===== src/morse_macros.svh =====
`ifndef MORSE_MACROS_SVH
`define MORSE_MACROS_SVH

////////////////////////////////////////////////////////////
// code word geometry
////////////////////////////////////////////////////////////

// longest letter or digit code
`define MORSE_MAX_LEN 5
// length field, wide enough for one element past the limit
`define MORSE_LEN_W 3

// gap lengths in clock cycles
`define CHAR_GAP_CYCLES 3
`define WORD_GAP_CYCLES 7

////////////////////////////////////////////////////////////
// output bytes
////////////////////////////////////////////////////////////

`define NO_CHAR 8'hff
`define ASCII_SPACE 8'h20

`endif


===== src/morse_pkg.sv =====
`include "morse_macros.svh"

package morse_pkg;

    // element currently presented by the key sequencer
    typedef enum logic [2:0] {
        elem_none     = 3'd0,
        elem_dot      = 3'd1,
        elem_dash     = 3'd2,
        elem_char_gap = 3'd3,
        elem_word_gap = 3'd4
    } element_t;

    ////////////////////////////////////////////////////////////
    // code word
    ////////////////////////////////////////////////////////////

    // pattern bits: dash is 1, newest element in the lsb
    // raw view is what the table decodes
    typedef union packed {
        struct packed {
            logic [`MORSE_LEN_W-1:0]   len;
            logic [`MORSE_MAX_LEN-1:0] pattern;
        } fields;
        logic [`MORSE_LEN_W+`MORSE_MAX_LEN-1:0] raw;
    } morse_code_t;

    // decoded output character
    typedef logic [7:0] ascii_t;

endpackage


===== src/code_accumulator.sv =====
`timescale 1ns/1ps
`include "morse_macros.svh"

module code_accumulator import morse_pkg::*; (
    input  logic        clk,
    input  logic        rst,
    input  element_t    element,
    input  ascii_t      lookup_char,
    input  logic        lookup_is_char,
    input  logic        lookup_is_prefix,
    output morse_code_t lookup_code,
    output ascii_t      sout
);

    morse_code_t code;
    morse_code_t candidate;
    logic        is_mark;
    logic        code_empty;

    ////////////////////////////////////////////////////////////
    // table address
    ////////////////////////////////////////////////////////////

    assign is_mark    = (element == elem_dot) || (element == elem_dash);
    assign code_empty = (code.fields.len == '0);

    // held code with the current element shifted in
    always_comb begin
        candidate.fields.len     = code.fields.len + 1'b1;
        candidate.fields.pattern = {code.fields.pattern[`MORSE_MAX_LEN-2:0],
                                    element == elem_dash};
    end

    // one table answers both the extension test and the final lookup
    assign lookup_code = is_mark ? candidate : code;

    ////////////////////////////////////////////////////////////
    // code and output registers
    ////////////////////////////////////////////////////////////

    always_ff @(posedge clk or negedge rst) begin
        if (!rst) begin
            code <= '0;
        end else begin
            case (element)
                elem_dot, elem_dash: begin
                    // off the tree, start over
                    if (lookup_is_prefix) begin
                        code <= candidate;
                    end else begin
                        code <= '0;
                    end
                end
                elem_char_gap, elem_word_gap: begin
                    code <= '0;
                end
                default: begin
                    code <= code;
                end
            endcase
        end
    end

    always_ff @(posedge clk or negedge rst) begin
        if (!rst) begin
            sout <= 8'h00;
        end else begin
            sout <= `NO_CHAR;
            // later gap cycles see an empty code and stay idle
            if (!code_empty && lookup_is_char) begin
                if (element == elem_char_gap) begin
                    sout <= lookup_char;
                end else if (element == elem_word_gap) begin
                    // pending character is dropped for the space
                    sout <= `ASCII_SPACE;
                end
            end
        end
    end

endmodule


===== src/key_sequencer.sv =====
`timescale 1ns/1ps
`include "morse_macros.svh"

module key_sequencer import morse_pkg::*; (
    input  logic     clk,
    input  logic     rst,
    input  logic     dot_key,
    input  logic     dash_key,
    input  logic     char_gap_key,
    input  logic     word_gap_key,
    output element_t element
);

    localparam int GAP_CNT_W = $clog2(`WORD_GAP_CYCLES);

    localparam logic [1:0] st_idle = 2'd0;
    localparam logic [1:0] st_dot  = 2'd1;
    localparam logic [1:0] st_dash = 2'd2;
    localparam logic [1:0] st_gap  = 2'd3;

    logic [1:0]           state;
    logic [1:0]           state_nxt;
    logic [GAP_CNT_W-1:0] gap_cnt;
    logic [GAP_CNT_W-1:0] gap_cnt_nxt;
    logic                 word_gap;
    logic                 word_gap_nxt;

    ////////////////////////////////////////////////////////////
    // next state
    ////////////////////////////////////////////////////////////

    always_comb begin
        state_nxt    = state;
        gap_cnt_nxt  = gap_cnt;
        word_gap_nxt = word_gap;
        case (state)
            st_idle: begin
                // keys only looked at here, dot wins
                if (dot_key) begin
                    state_nxt = st_dot;
                end else if (dash_key) begin
                    state_nxt = st_dash;
                end else if (char_gap_key) begin
                    state_nxt    = st_gap;
                    word_gap_nxt = 1'b0;
                    gap_cnt_nxt  = GAP_CNT_W'(`CHAR_GAP_CYCLES - 1);
                end else if (word_gap_key) begin
                    state_nxt    = st_gap;
                    word_gap_nxt = 1'b1;
                    gap_cnt_nxt  = GAP_CNT_W'(`WORD_GAP_CYCLES - 1);
                end
            end
            st_dot, st_dash: begin
                state_nxt = st_idle;
            end
            st_gap: begin
                if (gap_cnt == '0) begin
                    state_nxt = st_idle;
                end else begin
                    gap_cnt_nxt = gap_cnt - 1'b1;
                end
            end
            default: begin
                state_nxt = st_idle;
            end
        endcase
    end

    always_ff @(posedge clk or negedge rst) begin
        if (!rst) begin
            state    <= st_idle;
            gap_cnt  <= '0;
            word_gap <= 1'b0;
        end else begin
            state    <= state_nxt;
            gap_cnt  <= gap_cnt_nxt;
            word_gap <= word_gap_nxt;
        end
    end

    // element decode from state
    always_comb begin
        case (state)
            st_dot:  element = elem_dot;
            st_dash: element = elem_dash;
            st_gap:  element = word_gap ? elem_word_gap : elem_char_gap;
            default: element = elem_none;
        endcase
    end

endmodule


===== src/morse_decoder_top.sv =====
`timescale 1ns/1ps

module morse_decoder_top import morse_pkg::*; (
    input  logic   clk,
    input  logic   rst,
    input  logic   dot_key,
    input  logic   dash_key,
    input  logic   char_gap_key,
    input  logic   word_gap_key,
    output ascii_t sout
);

    element_t    element;
    morse_code_t lookup_code;
    ascii_t      lookup_char;
    logic        lookup_is_char;
    logic        lookup_is_prefix;

    ////////////////////////////////////////////////////////////
    // key inputs to element stream
    ////////////////////////////////////////////////////////////

    key_sequencer key_sequencer_inst (
        .clk          (clk),
        .rst          (rst),
        .dot_key      (dot_key),
        .dash_key     (dash_key),
        .char_gap_key (char_gap_key),
        .word_gap_key (word_gap_key),
        .element      (element)
    );

    // code build and output byte
    code_accumulator code_accumulator_inst (
        .clk              (clk),
        .rst              (rst),
        .element          (element),
        .lookup_char      (lookup_char),
        .lookup_is_char   (lookup_is_char),
        .lookup_is_prefix (lookup_is_prefix),
        .lookup_code      (lookup_code),
        .sout             (sout)
    );

    morse_table morse_table_inst (
        .lookup_code      (lookup_code),
        .lookup_char      (lookup_char),
        .lookup_is_char   (lookup_is_char),
        .lookup_is_prefix (lookup_is_prefix)
    );

endmodule


===== src/morse_table.sv =====
`timescale 1ns/1ps
`include "morse_macros.svh"

module morse_table import morse_pkg::*; (
    input  morse_code_t lookup_code,
    output ascii_t      lookup_char,
    output logic        lookup_is_char,
    output logic        lookup_is_prefix
);

    // every listed code is on the tree, so prefix defaults true
    always_comb begin
        lookup_char      = `NO_CHAR;
        lookup_is_char   = 1'b1;
        lookup_is_prefix = 1'b1;
        case (lookup_code.raw)
            ////////////////////////////////////////////////////////////
            // one and two elements
            ////////////////////////////////////////////////////////////
            {3'd1, 5'b00000}: lookup_char = "e";
            {3'd1, 5'b00001}: lookup_char = "t";
            {3'd2, 5'b00000}: lookup_char = "i";
            {3'd2, 5'b00001}: lookup_char = "a";
            {3'd2, 5'b00010}: lookup_char = "n";
            {3'd2, 5'b00011}: lookup_char = "m";
            // three elements
            {3'd3, 5'b00000}: lookup_char = "s";
            {3'd3, 5'b00001}: lookup_char = "u";
            {3'd3, 5'b00010}: lookup_char = "r";
            {3'd3, 5'b00011}: lookup_char = "w";
            {3'd3, 5'b00100}: lookup_char = "d";
            {3'd3, 5'b00101}: lookup_char = "k";
            {3'd3, 5'b00110}: lookup_char = "g";
            {3'd3, 5'b00111}: lookup_char = "o";
            ////////////////////////////////////////////////////////////
            // four elements
            ////////////////////////////////////////////////////////////
            {3'd4, 5'b00000}: lookup_char = "h";
            {3'd4, 5'b00001}: lookup_char = "v";
            {3'd4, 5'b00010}: lookup_char = "f";
            {3'd4, 5'b00100}: lookup_char = "l";
            {3'd4, 5'b00110}: lookup_char = "p";
            {3'd4, 5'b00111}: lookup_char = "j";
            {3'd4, 5'b01000}: lookup_char = "b";
            {3'd4, 5'b01001}: lookup_char = "x";
            {3'd4, 5'b01010}: lookup_char = "c";
            {3'd4, 5'b01011}: lookup_char = "y";
            {3'd4, 5'b01100}: lookup_char = "z";
            {3'd4, 5'b01101}: lookup_char = "q";
            // digit prefixes with no letter of their own
            {3'd4, 5'b00011}: lookup_is_char = 1'b0;
            {3'd4, 5'b01110}: lookup_is_char = 1'b0;
            {3'd4, 5'b01111}: lookup_is_char = 1'b0;
            ////////////////////////////////////////////////////////////
            // five elements, digits only
            ////////////////////////////////////////////////////////////
            {3'd5, 5'b11111}: lookup_char = "0";
            {3'd5, 5'b01111}: lookup_char = "1";
            {3'd5, 5'b00111}: lookup_char = "2";
            {3'd5, 5'b00011}: lookup_char = "3";
            {3'd5, 5'b00001}: lookup_char = "4";
            {3'd5, 5'b00000}: lookup_char = "5";
            {3'd5, 5'b10000}: lookup_char = "6";
            {3'd5, 5'b11000}: lookup_char = "7";
            {3'd5, 5'b11100}: lookup_char = "8";
            {3'd5, 5'b11110}: lookup_char = "9";
            // empty code, dead branches, over-long codes
            default: begin
                lookup_is_char   = 1'b0;
                lookup_is_prefix = 1'b0;
            end
        endcase
    end

endmodule


===== config.mk =====
export PLATFORM = sky130hd
export DESIGN_NAME = morse_decoder_top
export DESIGN_NICKNAME = d
export VERILOG_FILES = /design/src/morse_pkg.sv /design/src/code_accumulator.sv /design/src/key_sequencer.sv /design/src/morse_decoder_top.sv /design/src/morse_table.sv
export VERILOG_INCLUDE_DIRS = /design/src /design/src/src
export SDC_FILE = /design/constraint.sdc
export NUM_CORES = 1
export LEC_CHECK = 0
export ABC_AREA = 1
export ABC_CLOCK_PERIOD_IN_PS = 3200
export BUFFER_PORTS_ARGS = -buffer_cell sky130_fd_sc_hd__buf_2
export CORE_MARGIN = 3
export CORE_UTILIZATION = 45
export CTS_CLUSTER_SIZE = 10
export DETAILED_ROUTE_END_ITERATION = 10
export HOLD_SLACK_MARGIN = 0.08
export PLACE_DENSITY = 0.66
export SLEW_MARGIN = 20
export SYNTH_ARGS = -nofsm -noshare
export SYNTH_HDL_FRONTEND = slang
export SYNTH_SLANG_ARGS = --single-unit

===== constraint.sdc =====
create_clock -name clk -period 3.2 [get_ports clk]
set_input_delay 0.16 -clock clk [delete_from_list [all_inputs] [get_ports clk]]
set_output_delay 0.16 -clock clk [all_outputs]
set_load 0.01 [all_outputs]

==> out/results.ini <==
[timing]
period_minus_slack_ns=2.71
grt_setup_unrepaired=no
slew_violations=0
skew_ns=0.00396
finalCritPeriodShare_pct=84.7
fmax_mhz=369
slew_headroom_pct=63.0
finalSetupViolCount=0
worst_pin_slew_ns=0.555
hold_violations=0
tns_ns=0

[placed_design]
place_congestion=1.05
place_hpwl_um=4380
port_buffers=13

[global_routing]
grt.total_usage_pct=20.4
antenna_found_initial=0
grt_pass1_wl_um=9980
grt_pass1_vias=2162
grt-ovfl-total=0
grt_max_degree=23

[synthesis]
yosysTopAreaCellShare_pct=24.3
synth-edff-count=0
synth_largest_area_cell=dfrtp_1
synth-seq-cells=22
syn_area_um2=2270
synth_ff_type=dfrtp_1
ys_types=33
async_flop_share_pct=100
synth_fp_nets=377
synth_cells=362
ys_seq_area_share_pct=24.3
syn_area_per_cell_um2=6.26
synth_area_leaders=dfrtp_1, nand2_1, nor2_1
yosysWarnings=0

[critical_path]
cp.arrival_ns=2.87
end_kind=flip-flop
slowest_stage=dfrtp_1
path_class=flip-flop to flip-flop
critPathLaunchType=flip-flop
path_cells=inv_1, ha_1, inv_2, nand2_1, nand2_1, nor2_2, nand2_1, nand2_4, nand2_2, nand2_1, inv_1, nand2_2, nor2_4, nand3_4, nand2_1, nand2_1
crit_top_cell=nand2_1
required_ns=3.36
path_max_fanout=16
cp_slowest_stage_delay_ns=0.41
r2r_cells=16

[pwr]
peakVddDrop_mv=0.609
p_int_uw=991
switching_share_pct=56.5
p_seq_share_pct=16.0
p_switching_mw=1.29
p_leak_nw=1.26
p_comb_share_pct=72.3
p_per_area_nw_per_um2=928
clock_power_share_pct=11.7

[worst_hold_path]
hold_path.class=primary input to flip-flop
whs_path_depth=2

[clock_network]
hold_buffers=1
ctsResizeCount=0
clock_latency_ns=0.27
cts-root-buf=clkbuf_8
post-cts-setup-buffers=0
clk_path_buf_depth=2
htreeDepth=1
clkTransAtPathRegs_ns=0.09
cts_tree=yes
cts_buffers=3
clock_sinks=22

[cells_and_area]
area_growth_pct=8.39
antenna_cells=0
final_common_cell=nand2_1
multi_input_area_um2=1510
fillers=481
final_cell_mix=nand2_1, nor2_1, inv_1
layout-drive-gt1-share_pct=19.1
final_util_pct=51.3
nets=392
final-seq-area_um2=551

[route]
post_drt_wl_per_cell_um=12.4
first_pass_iters=6
vias_per_cell=5.05
initialDrtViolationCount=130
wl_um=5510
antenna_left=0
vias=2235
drc=0

[floorplan]
num_io_pins=14
dieHeight_um=77.0
start_util_pct=47.3
dieArea_um2=5920
rows=25
core_area_um2=4790
die_x_um=77.0

[outcome]
status=completed

[run]
cap_viol_max_count=0

[critical path, delay by kind of cell (launching register included)]
family | cells | cell delay (ns)
AND/OR/NAND/NOR | 12 | 1.26
buffers and inverters | 3 | 0.52
flip-flops | 1 | 0.41
adder cells (fa/ha/maj) | 1 | 0.40
[cell families after synthesis]
group,synth area share (%)
DFF,24.3
buffers and inverters,8.89
and+or+nand+nor,52.0
adders and majority gates,4.97
AOI/OAI and AO/OA,9.28
other,0.165
xor gates and xnor gates,0.387
[sequential cells by signal (all words and copies together) (netlist names)]
signal                       count
code_accumulator_inst.sout       8
code_accumulator_inst.code       8
key_sequencer_inst.gap_cnt       3
key_sequencer_inst.state         2
key_sequencer_inst.word_gap      1
[cell usage after synthesis (2+ instances only)]
master / instances
a21oi_1: 10
a31oi_1: 3
buf_6: 2
dfrtp_1: 22
ha_1: 9
inv_1: 34
inv_2: 5
nand2_1: 126
nand2_2: 20
nand2_4: 4
nand3_1: 30
nand3_2: 2
nand3_4: 4
nor2_1: 42
nor2_2: 10
nor2_4: 4
nor3_1: 2
o21ai_0: 14
o21ai_1: 4
o21ai_2: 2
[through the flow]
| step | hold WS (ns) | instance area (um2) | power [mW] | instances | worst slack, ns |
|---|---|---|---|---|---|
| floorplan | -0.136 | 2270 | 1.77 | 362 | 1.04 |
| global placement | 0.153 | 2370 | 2.01 | 438 | 0.556 |
| detailed placement | 0.154 | 2370 | 2.00 | 438 | 0.522 |
| CTS | 0.114 | 2460 | 2.27 | 443 | 0.493 |
| global route | 0.121 | 2460 | 2.50 | 443 | 0.194 |
| finish | 0.116 | 2460 | 2.28 | 443 | 0.490 |
[path summary, 6_finish.rpt]
check / from / to / slack (ns)
max in group asynchronous: rst / code_accumulator_inst.code[1]$_DFFE_PN0P_ / 2.46
hold reg to reg: code_accumulator_inst.code[4]$_DFFE_PN0P_ / code_accumulator_inst.code[4]$_DFFE_PN0P_ / 0.53
min in group asynchronous: rst / code_accumulator_inst.sout[1]$_DFF_PN0_ / 0.39
setup / recovery: key_sequencer_inst.state[0]$_DFFE_PN0P_ / code_accumulator_inst.code[6]$_DFFE_PN0P_ / 0.49
hold / removal: char_gap_key / key_sequencer_inst.word_gap$_DFFE_PN0P_ / 0.12
setup reg to reg: key_sequencer_inst.state[0]$_DFFE_PN0P_ / code_accumulator_inst.code[6]$_DFFE_PN0P_ / 0.49
[power by group through the flow]
| stage | clock (mW) | sequential (mW) | combinational [mW] |
|---|---|---|---|
| floorplan | 0 | 0.360 | 1.41 |
| global placement | 0 | 0.367 | 1.65 |
| detailed placement | 0 | 0.369 | 1.63 |
| CTS | 0.272 | 0.365 | 1.64 |
| global route | 0.285 | 0.373 | 1.84 |
| finish | 0.266 | 0.365 | 1.65 |
[per-layer routing]
metal	wire length (um)	track usage [%]	share of wire, %
met3	229	2.58	4.2
met5	0	0	0
met1	2630	28.7	48
met2	2570	32.6	47
met4	84	5.80	1.5
[final cells by class]
type | count | share of cell area (%)
Multi-Input combinational cell | 295 | 61.6
Sequential cell | 22 | 22.4
Clock buffer | 3 | 1.68
Timing Repair Buffer | 16 | 3.67
Clock inverter | 1 | 1.22
Tap cell | 67 | 3.41
Inverter | 39 | 5.96
No activity file was read; power rests on OpenSTA's default activity.
